$ cat src/dpram_config.svh
`ifndef DPRAM_CONFIG_SVH
`define DPRAM_CONFIG_SVH

// memory geometry, two 128x32 macros tiled side by side

// data word and write mask width
`define DPRAM_DW        32

// full address, msb picks the bank
`define DPRAM_AW        8

// address inside one macro
`define DPRAM_BANK_AW   7

// response buffer entries, also the read credit limit
`define DPRAM_RSP_DEPTH 2

`endif

$ cat src/dpram_pkg.sv
`default_nettype none

`include "dpram_config.svh"

package dpram_pkg;

    // one data word or one write mask
    typedef logic [`DPRAM_DW-1:0] word_t;

    // full memory address
    typedef logic [`DPRAM_AW-1:0] addr_t;

    // address inside a single bank
    typedef logic [`DPRAM_BANK_AW-1:0] bank_addr_t;

    // occupancy of the read response buffer
    typedef enum logic [1:0] {
        RSP_EMPTY = 2'd0,
        RSP_ONE   = 2'd1,
        RSP_TWO   = 2'd2
    } rsp_state_e;

endpackage

`default_nettype wire

$ cat src/dpram_read_merge.sv
`timescale 1ns/1ns
`default_nettype none

module dpram_read_merge (
    input  wire                 clk,
    input  wire                 rst_n,
    input  wire                 rd_issue,       // read enabled this cycle
    input  wire                 rd_issue_bank,
    input  dpram_pkg::word_t    bank0_dout,
    input  dpram_pkg::word_t    bank1_dout,
    output logic                rd_rsp_valid,
    output dpram_pkg::word_t    rd_rsp_data,
    input  wire                 rd_rsp_ready,
    output logic                rsp_pop         // credit back to decoder
);

    logic                   issue_q;   // bank dout is fresh this cycle
    logic                   bank_q;
    dpram_pkg::word_t       merged;
    dpram_pkg::word_t       head;      // oldest response
    dpram_pkg::word_t       tail;
    dpram_pkg::rsp_state_e  state;
    dpram_pkg::rsp_state_e  state_nxt;
    logic                   push;
    logic                   pop;
    logic                   load_head;
    logic                   load_tail;
    logic                   head_from_tail;

    always_ff @(posedge clk or negedge rst_n) begin
        if (!rst_n) begin
            issue_q <= 1'b0;
        end else begin
            issue_q <= rd_issue;
        end
    end

    always_ff @(posedge clk) begin
        bank_q <= rd_issue_bank;  // only looked at with issue_q
    end

    // gated OR of the macro outputs, same as the tiled wrapper does per bit
    assign merged = ({`DPRAM_DW{issue_q && !bank_q}} & bank0_dout)
                  | ({`DPRAM_DW{issue_q &&  bank_q}} & bank1_dout);

    assign push = issue_q;
    assign pop  = rd_rsp_valid && rd_rsp_ready;

    assign rd_rsp_valid = (state != dpram_pkg::RSP_EMPTY);
    assign rd_rsp_data  = head;
    assign rsp_pop      = pop;

    always_comb begin
        state_nxt      = state;
        load_head      = 1'b0;
        load_tail      = 1'b0;
        head_from_tail = 1'b0;
        unique case (state)
            dpram_pkg::RSP_EMPTY: begin
                if (push) begin
                    load_head = 1'b1;
                    state_nxt = dpram_pkg::RSP_ONE;
                end
            end
            dpram_pkg::RSP_ONE: begin
                if (push && pop) begin
                    load_head = 1'b1;  // straight replace
                end else if (push) begin
                    load_tail = 1'b1;
                    state_nxt = dpram_pkg::RSP_TWO;
                end else if (pop) begin
                    state_nxt = dpram_pkg::RSP_EMPTY;
                end
            end
            dpram_pkg::RSP_TWO: begin
                // credits keep a push from landing here without a pop
                if (pop) begin
                    head_from_tail = 1'b1;
                    if (push) begin
                        load_tail = 1'b1;
                    end else begin
                        state_nxt = dpram_pkg::RSP_ONE;
                    end
                end
            end
            default: begin
                state_nxt = dpram_pkg::RSP_EMPTY;
            end
        endcase
    end

    always_ff @(posedge clk or negedge rst_n) begin
        if (!rst_n) begin
            state <= dpram_pkg::RSP_EMPTY;
        end else begin
            state <= state_nxt;
        end
    end

    always_ff @(posedge clk) begin
        if (head_from_tail) begin
            head <= tail;
        end else if (load_head) begin
            head <= merged;
        end
        if (load_tail) begin
            tail <= merged;
        end
    end

endmodule

`default_nettype wire

$ cat config.mk
export PLATFORM = sky130hd
export DESIGN_NAME = dpram_read_merge
export DESIGN_NICKNAME = d
export VERILOG_FILES = /design/src/dpram_pkg.sv /design/src/dpram_read_merge.sv
export VERILOG_INCLUDE_DIRS = /design/src
export SDC_FILE = /design/constraint.sdc
export NUM_CORES = 1
export LEC_CHECK = 0
export ABC_AREA = 0
export BUFFER_PORTS_ARGS = -buffer_cell sky130_fd_sc_hd__buf_2
export CORE_MARGIN = 5
export CORE_UTILIZATION = 25
export CTS_BUF_LIST = sky130_fd_sc_hd__clkbuf_16
export DETAILED_ROUTE_END_ITERATION = 16
export GPL_TIMING_DRIVEN = 0
export SYNTH_ARGS = -nofsm -noshare
export SYNTH_HDL_FRONTEND = slang
export SYNTH_SLANG_ARGS = --single-unit
$ cat constraint.sdc
create_clock -name clk -period 10.33 [get_ports clk]
set_input_delay 1.033 -clock clk [delete_from_list [all_inputs] [get_ports clk]]
set_output_delay 1.033 -clock clk [all_outputs]
set_load 0.02 [all_outputs]
==> metrics <==
status=finished, final reports clean; P&R area growth vs syn=35.13%; critical path data arrival time=1.53 ns; hold buffers post-CTS=0; top post-synthesis cells by area=edfxtp_1 (60%), mux2_4 (14%), mux2i_1 (10%); post-DR vias/cell=4.099; die footprint=15170 um2; gpl congestion=0.7173; Hold Path Class=in2async; max-slew violations=0; layout cells sized above 1=0.5171; total number of yosys warnings=0; Rel. slew slack=0.5663; top cell type by total area after synthesis=edfxtp_1; htree depth=3; Min Hold Slack=0.4874 ns; Synth Area in XOR/XNOR=0; worst vdd ir=119.1 uV; vias in the first global route=2191; crit path kind=in2out; clk buf depth=2; CTS tree=done; post-synthesis sequential area ratio=0.6299; Worst-Margin Slew=0.6480 ns; net total in the final layout=389; Mapped Area=3202 um2; combinational family with the most area after synthesis=multiplexers; multiplexer area fraction after synthesis=0.2497; floorplan row count=41; final wirelength=7063 um; Synth Area in Simple Gates=0.06096; commonest non-fill, non-tap cell in the layout=buf_2; Synth Area in Adders=0.01563; Pre-Repair DR Iteration Count=4; area of the core=12570 um2; Switching Power=314.0 uW; initial antenna violation count=0; worst skew pair latency=0.32 ns; die width=123.2 um; #FFs+latches synth=68; Crit. End Element=output pin; Post-DRT Antenna Nets=0; share of total power in combinational logic=0.286; crit start category=input pin; DRC=0; crit path capture=rsp_pop; endpoints failing setup=0; FF-to-FF Start=issue_q$_DFF_PN0_; post_cts resized=0; Via Count=2021; Worst Path Max Fanout=4; largest net degree at the start of global routing=21; Hold Fails Final Rpt=0; grt ovf=0; R2R Path End=rd_rsp_data[12]$_DFFE_PP_; Final Cycle Share=0.2484; syn nets=274; average size of a mapped cell=15.93 um2; Clock Skews=0.006093 ns; postcts setup bufs=0; Mapped Cells=201; top achievable clock speed=0.3897 GHz; IO Port Bufs=102; Worst-path clk slew=0.06 ns; CP required=9.30 ns; Synth Area in Compound Gates=0.009769; dpl hpwl=5339 um; Initial Util=0.2548; Pint=718.0 uW; Pleak=0.001944 uW; Unique masters post-synth=23; sequential fraction of design power=0.394; # clock sinks=68; Power per Cell Area=238.5 nW/um2; CTS buffer count=9; most frequent cells in the layout=buf_2 (105), edfxtp_1 (64), nor2_1 (34); all-layer global routing usage=0.09600; Worst R2R Setup Slack=8.33 ns; Die Height=123.2 um; setup TNS=0 ns; min Tclk post-route=2.566 ns; ant diodes=0; R2R depth=4; sw frac=0.3042; Max Cap Violations=0; RSZ-0062 raised after global routing=no; power share of the clock group=0.320; CTS root buffer=clkbuf_16; DRT iter0 DRCs=44; I/O pin cnt=103; Yosys top cell area share=0.6002; global-route wire length before repair=10940 um; crit path from=rd_rsp_ready; Routed WL per cell=14.33 um
[per-layer routing]
metal,vias up,GRT usage,share of wire
met1,966,0.1092,0.41
met5,-,0,0
met3,12,0.03431,0.063
met4,0,0.03945,0.019
li1,970,-,-
met2,73,0.1634,0.51
[state kept, by name (all words and copies together) (netlist names)]
register and cells:
bank_q 1, rd_rsp_data 32, issue_q 1, state 2, tail 32
[how the worst min path moves through the flow]
stage	from	end	slack, ns	cells past startpoint
3_3_place_gp	tail[25]$_DFFE_PP_	rd_rsp_data[25]$_DFFE_PP_	0.53	1
5_1_grt	rst_n	state[1]$_DFFE_PN0P_	0.47	1
3_5_place_dp	tail[29]$_DFFE_PP_	rd_rsp_data[29]$_DFFE_PP_	0.53	1
4_1_cts	rst_n	state[1]$_DFFE_PN0P_	0.47	1
2_1_floorplan	tail[0]$_DFFE_PP_	rd_rsp_data[0]$_DFFE_PP_	0.52	1
6_report	rst_n	state[1]$_DFFE_PN0P_	0.49	1
[worst max-delay path, cell delays in order]
cell and delay, ns:
buf_2 0.12, nor2b_4 0.19, buf_2 0.19
[through the flow]
step	setup slack [ns]	total power [uW]	area, um2	instances	utilization
2_1_floorplan	6.493	599.1	3202	201	-
3_3_place_gp	5.024	685.5	3928	475	0.3125
3_5_place_dp	7.762	713.3	4001	477	0.3184
4_1_cts	7.761	1051	4327	493	0.3443
5_1_grt	7.733	1085	4327	493	0.3443
6_report	7.764	1032	4327	493	0.3443
[power groups by stage]
stage | clock, uW | combinational [uW] | sequential (uW)
after floorplan | 0 | 137 | 462
after global placement | 0 | 264 | 422
after detailed placement | 0 | 301 | 413
after CTS | 341 | 302 | 408
after global routing | 353 | 318 | 413
final | 330 | 295 | 407
[synth_stat cells]
master	count
a21oi_1	3
dfxtp_1	1
mux2_4	29
nand3_1	2
ha_1	4
nand2_1	2
or2b_1	1
nor2b_1	1
o22ai_1	1
inv_1	3
and2b_1	1
edfxtp_1	64
buf_2	3
clkinv_1	1
nand2_4	1
o21ai_1	1
mux2i_1	33
o21ai_0	1
nor2_1	35
dfrtp_1	3
mux2_2	3
buf_6	7
nor2b_4	1
[final cells by class]
| type | instances | area [um2] |
|---|---|---|
| Timing Repair Buffer | 104 | 565.5 |
| Multi-Input combinational cell | 119 | 1095 |
| Tap cell | 172 | 215.2 |
| Clock inverter | 7 | 100.1 |
| Clock buffer | 9 | 225.2 |
| Fill cell | 1231 | 8242 |
| Inverter | 4 | 15.01 |
| Sequential cell | 68 | 2017 |
| Buffer | 10 | 93.84 |
[logic make-up (layout without fill, tap and decap cells)]
logic type | after synthesis | count (layout)
flops | 68 | 68
simple gates | 44 | 44
compound gates | 6 | 6
fa+ha+maj | 4 | 4
buf+inv | 14 | 134
mux | 65 | 65
(Power assumes the default switching activity.)
