**config.mk**
```make
export PLATFORM = sky130hd
export DESIGN_NAME = dpram_req_decode
export DESIGN_NICKNAME = d
export VERILOG_FILES = /design/src/dpram_pkg.sv /design/src/dpram_req_decode.sv
export VERILOG_INCLUDE_DIRS = /design/src
export SDC_FILE = /design/constraint.sdc
export NUM_CORES = 1
export LEC_CHECK = 0
export BUFFER_PORTS_ARGS = -buffer_cell sky130_fd_sc_hd__buf_4
export CORE_MARGIN = 3
export CORE_UTILIZATION = 21
export CTS_BUF_LIST = sky130_fd_sc_hd__clkbuf_16
export CTS_CLUSTER_SIZE = 8
export DETAILED_ROUTE_END_ITERATION = 8
export PLACE_DENSITY = 0.8
export SETUP_SLACK_MARGIN = 0.05
export SYNTH_ARGS = -nofsm -noshare
export SYNTH_HDL_FRONTEND = slang
export SYNTH_SLANG_ARGS = --single-unit
```
**constraint.sdc**
```tcl
create_clock -name clk -period 1.2 [get_ports clk]
set_clock_uncertainty 0.05 [all_clocks]
set_input_delay 0.06 -clock clk [delete_from_list [all_inputs] [get_ports clk]]
set_output_delay 0.06 -clock clk [all_outputs]
set_load 0.01 [all_outputs]
```
**src/dpram_config.svh**
```systemverilog
`ifndef DPRAM_CONFIG_SVH
`define DPRAM_CONFIG_SVH

// memory geometry, two 128x32 macros tiled side by side

// data word and write mask width
`define DPRAM_DW        32

// full address, msb picks the bank
`define DPRAM_AW        8

// address inside one macro
`define DPRAM_BANK_AW   7

// response buffer entries, also the read credit limit
`define DPRAM_RSP_DEPTH 2

`endif

```
**src/dpram_pkg.sv**
```systemverilog
`default_nettype none

`include "dpram_config.svh"

package dpram_pkg;

    // one data word or one write mask
    typedef logic [`DPRAM_DW-1:0] word_t;

    // full memory address
    typedef logic [`DPRAM_AW-1:0] addr_t;

    // address inside a single bank
    typedef logic [`DPRAM_BANK_AW-1:0] bank_addr_t;

    // occupancy of the read response buffer
    typedef enum logic [1:0] {
        RSP_EMPTY = 2'd0,
        RSP_ONE   = 2'd1,
        RSP_TWO   = 2'd2
    } rsp_state_e;

endpackage

`default_nettype wire

```
**src/dpram_req_decode.sv**
```systemverilog
`timescale 1ns/1ns
`default_nettype none

`include "dpram_config.svh"

module dpram_req_decode (
    input  wire                     clk,
    input  wire                     rst_n,
    // write request
    input  wire                     wr_valid,
    input  dpram_pkg::addr_t        wr_addr,
    input  dpram_pkg::word_t        wr_data,
    input  dpram_pkg::word_t        wr_mask,
    output logic                    wr_ready,
    // read request
    input  wire                     rd_req_valid,
    input  dpram_pkg::addr_t        rd_req_addr,
    output logic                    rd_req_ready,
    input  wire                     rsp_pop,       // credit return from merge
    // bank side
    output logic                    bank0_we,
    output logic                    bank0_re,
    output logic                    bank1_we,
    output logic                    bank1_re,
    output dpram_pkg::bank_addr_t   bank_wr_addr,
    output dpram_pkg::bank_addr_t   bank_rd_addr,
    output dpram_pkg::word_t        bank_wr_data,
    output dpram_pkg::word_t        bank_wr_mask,
    // to merge
    output logic                    rd_issue,
    output logic                    rd_issue_bank
);

    localparam int CREDIT_W = $clog2(`DPRAM_RSP_DEPTH + 1);
    localparam logic [CREDIT_W-1:0] CREDIT_MAX = CREDIT_W'(`DPRAM_RSP_DEPTH);

    logic                run_q;    // set one edge after reset release
    logic [CREDIT_W-1:0] credit;   // reads in flight or buffered
    logic                wr_fire;
    logic                rd_fire;
    logic                wr_bank;
    logic                rd_bank;

    always_ff @(posedge clk or negedge rst_n) begin
        if (!rst_n) begin
            run_q <= 1'b0;
        end else begin
            run_q <= 1'b1;
        end
    end

    // banks take a write every cycle once out of reset
    assign wr_ready     = run_q;
    assign rd_req_ready = run_q && (credit < CREDIT_MAX);

    assign wr_fire = wr_valid && wr_ready;
    assign rd_fire = rd_req_valid && rd_req_ready;

    // address msb selects the macro
    assign wr_bank = wr_addr[`DPRAM_AW-1];
    assign rd_bank = rd_req_addr[`DPRAM_AW-1];

    assign bank0_we = wr_fire && !wr_bank;
    assign bank1_we = wr_fire && wr_bank;
    assign bank0_re = rd_fire && !rd_bank;
    assign bank1_re = rd_fire && rd_bank;

    assign bank_wr_addr = wr_addr[`DPRAM_BANK_AW-1:0];
    assign bank_rd_addr = rd_req_addr[`DPRAM_BANK_AW-1:0];
    assign bank_wr_data = wr_data;
    assign bank_wr_mask = wr_mask;

    assign rd_issue      = rd_fire;
    assign rd_issue_bank = rd_bank;

    // one credit per accepted read, returned when its response leaves
    always_ff @(posedge clk or negedge rst_n) begin
        if (!rst_n) begin
            credit <= '0;
        end else begin
            case ({rd_fire, rsp_pop})
                2'b10:   credit <= credit + 1'b1;
                2'b01:   credit <= credit - 1'b1;
                default: credit <= credit;  // none, or one in and one out
            endcase
        end
    end

endmodule

`default_nettype wire

```
==> results of run 1 <==
## through the flow
stage,setup TNS (ns),cell area [um2]
CTS,-0.516,467
global route,-0.744,477
detailed placement,-0.146,369
global placement,-0.117,369
floorplan,-0.173,769
finish,-0.477,477
## flip-flops by register name, indices dropped and copies added (netlist names)
register / cells
wr_ready: 1
credit: 2
## where the power goes
part / internal, W / total [W] / switching, W
Sequential: 0.000141 / 0.000167 / 0.0000258
Clock: 0.000430 / 0.000522 / 0.0000924
Combinational: 0.000164 / 0.000264 / 0.000100
## synthesized netlist by cell type
| master | count |
|---|---|
| buf_4 | 79 |
| dfrtp_1 | 3 |
| nor2_1 | 3 |
| and3_1 | 2 |
| nand2_1 | 2 |
| xnor2_1 | 2 |
| and2b_1 | 1 |
| conb_1 | 1 |
| ha_1 | 1 |
| inv_1 | 1 |
| xor2_1 | 1 |
## routing by layer
layer	track usage	share of wire	vias up
met5	0	0	-
met3	0.102	0.40	22
met2	0.0663	0.37	88
met4	0.101	0.089	0
met1	0.0193	0.14	113
li1	-	-	96
## how the worst max path moves through the flow
stage	startpoint	end	cells past startpoint
2_1_floorplan	credit[1]	credit[1]	6
6_report	credit[1]	credit[1]	6
4_1_cts	credit[1]	credit[1]	6
5_1_grt	credit[1]	credit[1]	6
3_5_place_dp	credit[1]	credit[1]	6
3_3_place_gp	credit[1]	credit[1]	6
## critical path: stages (launching register included)
cell,delay [ns]
dfrtp_1,0.36
and2b_2,0.23
nand2_2,0.07
ha_4,0.16
xnor2_1,0.13
nor2_1,0.07
xor2_1,0.16
## repair_timing
action / CTS / global route
hold endpoints to repair: 3 / 0
setup buffers: 0 / 0
gates resized for setup: 2 / 4
pin swaps: 2 / 1
setup endpoints to repair: 6 / 7
hold buffers: 1 / 0
## logic make-up (layout without fill, tap and decap cells)
| family | after synthesis | in the layout |
|---|---|---|
| buf+inv | 80 | 24 |
| simple gates | 8 | 8 |
| xor+xnor | 3 | 3 |
| flops | 3 | 3 |
| fa+ha+maj | 1 | 1 |
| other cells | 1 | 1 |
## layout make-up
cell class              instances  area, um2
multi-input cells              13        105
fillers                       387       2910
flip-flops and latches          3       75.1
clock buffers                   3       75.1
repair buffers                 19        156
inverters                       1       3.75
well taps                      46       57.6
clock inverters                 1       3.75
==> summary.txt, run 1 <==
Run status
  • Status: finished with violations
  • Failing checks: setup timing

Synthesis
  • Netlist cell types: 11
  • Cell count after synthesis: 96
  • Seq/Total Area, Yosys: 0.0997
  • Simple-Gate Fraction of Synth Area: 0.0515
  • Flops & latches, synth: 3
  • Largest area contributor in the synthesized netlist: buf_4
  • Syn_area_per_cell: 7.85 um2
  • Mux cell area share after synthesis: 0
  • Compound-Gate Fraction of Synth Area: 0
  • Syn Nets: 182
  • Area contributors post-synth: buf_4, dfrtp_1, xnor2_1
  • Synth Cell Area: 753 um2
  • Synth Area in Adders: 0.0166
  • YS warnings: 0
  • XOR/XNOR Fraction of Synth Area: 0.0349
  • Synth top area share: 0.787
  • Combinational family with the most area after synthesis: buffers and inverters

STA
  • Achievable Freq: 747 MHz
  • Setup WS post-layout: -0.139 ns
  • Setup violators final: 4
  • Final Max Slew Viols: 0
  • Hold WS: 0.0700 ns
  • Final min period: 1.34 ns
  • Final Cycle Share: 1.12
  • Final hold vios: 0
  • Unrepaired setup endpoints after global routing: true

Place
  • Placed Cells: 81
  • Pre-CTS WS: -0.146 ns
  • Port bufs: 14
  • Placer Congestion: 0.667
  • DPL Wire Length: 1.08 mm

Setup path
  • Flop-to-flop setup slack: -0.14 ns
  • Required time of the critical path: 1.25 ns
  • FF-to-FF Start: credit[1]
  • Crit. End Element: flop
  • CP startpoint kind: flop
  • CP Class: reg2reg
  • Reg2reg end: credit[1]
  • Max FO, Critical Path: 2
  • Data arrival time of the critical path: 1.39 ns
  • Register-to-Register Path Depth: 6

Power
  • Worst VDD drop: 946 uV
  • LEAKAGE: 0.225 nW
  • Total power per unit cell area: 2000 nW/um2
  • PnR Total Power: 0.000953 W

Cells and area
  • Commonest non-fill, non-tap cells in the layout: buf_4, clkbuf_16, dfrtp_1, buf_6
  • Layout Cells excl Fill: 86
  • Final Core Density: 0.141
  • Ratio of cells with drive above 1 in the final layout: 0.675
  • Commonest non-fill, non-tap cell in the layout: buf_4
  • Synth-to-Final Area Change: -36.7%
  • Fin nets: 127
  • N_diodes: 0

Routing
  • Drt first pass iters: 2
  • Final WL: 1.36 mm
  • Post-DRT Antenna Nets: 0
  • # DRC: 0
  • Via density: 3.71
  • DR iter-0 viols: 4
  • WL per Instance: 15.8 um
  • Vias: 319

Die
  • Initial Utilization: 0.222
  • Core Rows: 21
  • CORE AREA: 3390 um2
  • Chip width: 65.9 um
  • Die area: 4340 um2
  • Die height: 65.9 um
  • Io pins: 171

CTS
  • CTS buffer count: 3
  • Worst-case clock buffer depth: 2
  • Clock latency on the worst-skew pair: 0.22 ns
  • Clock transition at path regs: 0.03 ns
  • H-tree depth: 1
  • CTS Root Buffer Type: clkbuf_16
  • CTS tree: done
  • Clock Sinks: 3

GRT
  • First-pass GRT wire length: 1.83 mm
  • GRT Total Usage: 0.0605
  • Largest net degree at the start of global routing: 4
  • Initial antenna violation count: 0
  • Congestion Overflow GR: 0
  • Vias in the first global route: 380

Worst hold path
  • Hold Path End: bank_rd_addr[2]
  • HP Start: rd_req_addr[2]
  • Hold path depth: 0
  • Worst min-delay path class: in2out

Run
  • Maxcap violations: 0
No activity file was read; power rests on OpenSTA's default activity.
==> inputs of run 2 (changes only) <==
- CELL_PAD_IN_SITES_DETAIL_PLACEMENT: unset -> 1
- CELL_PAD_IN_SITES_GLOBAL_PLACEMENT: unset -> 1
- CORE_UTILIZATION: 21 -> 11
- PLACE_DENSITY: 0.8 -> 0.79
==> run 2 against run 1 <==
The run still ends with setup timing left. Sequential share of layout area shrank 1.8 points. Largest power group unchanged. Cell count is 37% higher. Non-clock buffer count is 1 higher. Critical path type is now reg2out. Combinational power grew 16%. Highest routed layer unchanged.
==> summary.txt, run 2 (synthesized netlist as in run 1, its figures left out) <==
Routing
  • Final WL: 1.38 mm
  • Post-DRT Antenna Nets: 0
  • DR iter-0 viols: 1
  • Drt first pass iters: 2
  • WL per Instance: 11.7 um
  • Vias: 305
  • Via density: 2.58
  • # DRC: 0

CTS
  • Worst-case clock buffer depth: 2
  • CTS Root Buffer Type: clkbuf_16
  • H-tree depth: 1
  • CTS buffer count: 3
  • CTS tree: done
  • Clock transition at path regs: 0.03 ns
  • Clock Sinks: 3
  • Clock latency on the worst-skew pair: 0.23 ns

Worst hold path
  • Worst min-delay path class: in2out

Setup path
  • Max FO, Critical Path: 2
  • CP max-delay cell: dfrtp_1
  • Top cell by count, worst path: buf_4
  • CP Class: reg2out
  • Crit. End Element: primary output
  • CP Cell Sequence: and2b_2, buf_4, and3_4, buf_4
  • Required time of the critical path: 1.09 ns
  • CP startpoint kind: flop
  • Data arrival time of the critical path: 1.26 ns
  • CP peak stage delay: 0.37 ns

Cells and area
  • Reg area: 75.1 um2
  • Synth-to-Final Area Change: -28.7%
  • N_diodes: 0
  • Ratio of cells with drive above 1 in the final layout: 0.707
  • Biggest register: credit
  • Commonest non-fill, non-tap cell in the layout: buf_4
  • FILL cells: 751
  • Number of flip-flops in the largest register: 2
  • Commonest non-fill, non-tap cells in the layout: buf_4, clkbuf_16, dfrtp_1
  • Fin nets: 128
  • Multi-input combinational cell area: 123 um2

Power
  • Clk pwr share: 0.523
  • LEAKAGE: 0.242 nW
  • Register share of total power: 0.171
  • Internal Pwr Total: 0.000767 W
  • Total power per unit cell area: 1870 nW/um2
  • PnR Total Power: 0.00100 W
  • Logic pwr share: 0.306
  • Worst VDD drop: 736 uV
  • Sw frac: 0.235
  • Sw power: 0.000236 W

STA
  • Final Cycle Share: 1.14
  • Final Max Slew Viols: 0
  • Final hold vios: 0
  • Setup WS post-layout: -0.168 ns
  • Setup violators final: 5
  • Setup TNS Final: -0.523 ns
  • Unrepaired setup endpoints after global routing: true
  • Final min period: 1.37 ns
  • Achievable Freq: 731 MHz

Die
  • Core Rows: 29
  • Chip width: 88.8 um
  • CORE AREA: 6490 um2
  • Die area: 7880 um2
  • Initial Utilization: 0.116
  • Io pins: 171
  • Die height: 88.8 um

GRT
  • First-pass GRT wire length: 1.87 mm
  • Initial antenna violation count: 0
  • GRT Total Usage: 0.0337
  • Largest net degree at the start of global routing: 4
  • Congestion Overflow GR: 0
  • Vias in the first global route: 379

Run status
  • Failing checks: setup timing
  • Status: finished with violations

Run
  • Maxcap violations: 0

Place
  • Placer Congestion: 0.676
  • DPL Wire Length: 1.08 mm
  • Port bufs: 14
[run 2: timing repair]
item                                   CTS  global route
pin swaps                                2             1
hold buffers                             1             0
gates resized for setup                  6             2
endpoints found under the hold margin    3             0
setup endpoints to repair                6             8
setup buffers                            2             1
[run 2: area by class of cell]
type,instances,area share
timing repair buffer,20,0.298
multi-input combinational,13,0.228
tap,77,0.179
sequential,3,0.140
clock buffer,3,0.140
clock inverter,1,0.00699
inverter,1,0.00699
[run 2: worst max-delay path, delay by kind of cell, from the launching register on]
kind	cells	cell delay [ns]
and+or+nand+nor	2	0.38
DFF	1	0.37
buffers and inverters	2	0.28
[run 2: path summary, 6_finish.rpt]
kind / end / slack, ns / from / cells after the start
worst max-delay path: bank1_re / -0.17 / wr_ready / 4
worst min-delay path: bank_wr_addr[3] / 0.07 / wr_addr[3] / 0
worst max register to register: credit[1] / -0.14 / credit[1] / 6
worst min register to register: credit[0] / 0.48 / credit[0] / 1
max in group asynchronous: credit[0] / 0.89 / rst_n / 2
min in group asynchronous: wr_ready / 0.11 / rst_n / 2
[run 2: power groups by stage]
stage | logic [W] | clock network, W | registers [W]
after floorplan | 0.000392 | 0 | 0.000165
after global placement | 0.000246 | 0 | 0.000164
after detailed placement | 0.000252 | 0 | 0.000167
after CTS | 0.000310 | 0.000533 | 0.000171
after global routing | 0.000339 | 0.000535 | 0.000177
final | 0.000307 | 0.000525 | 0.000172
[run 2: metal layers]
layer  track usage  part of all wire
met2        0.0398              0.35
met5             0                 0
met1        0.0132              0.16
met4        0.0755              0.20
met3        0.0363              0.29
[run 2: metrics by stage]
| step | std cells | setup WS (ns) | util | hold WS [ns] | area (um2) |
|---|---|---|---|---|---|
| 2_1_floorplan | 96 | -0.149 | - | -0.286 | 769 |
| 3_5_place_dp | 112 | -0.151 | 0.0628 | -0.196 | 408 |
| 3_3_place_gp | 112 | -0.112 | 0.0628 | -0.197 | 408 |
| 4_1_cts | 119 | -0.165 | 0.0830 | 0.0701 | 539 |
| 6_report | 118 | -0.168 | 0.0826 | 0.0700 | 537 |
| 5_1_grt | 118 | -0.227 | 0.0826 | 0.0700 | 537 |
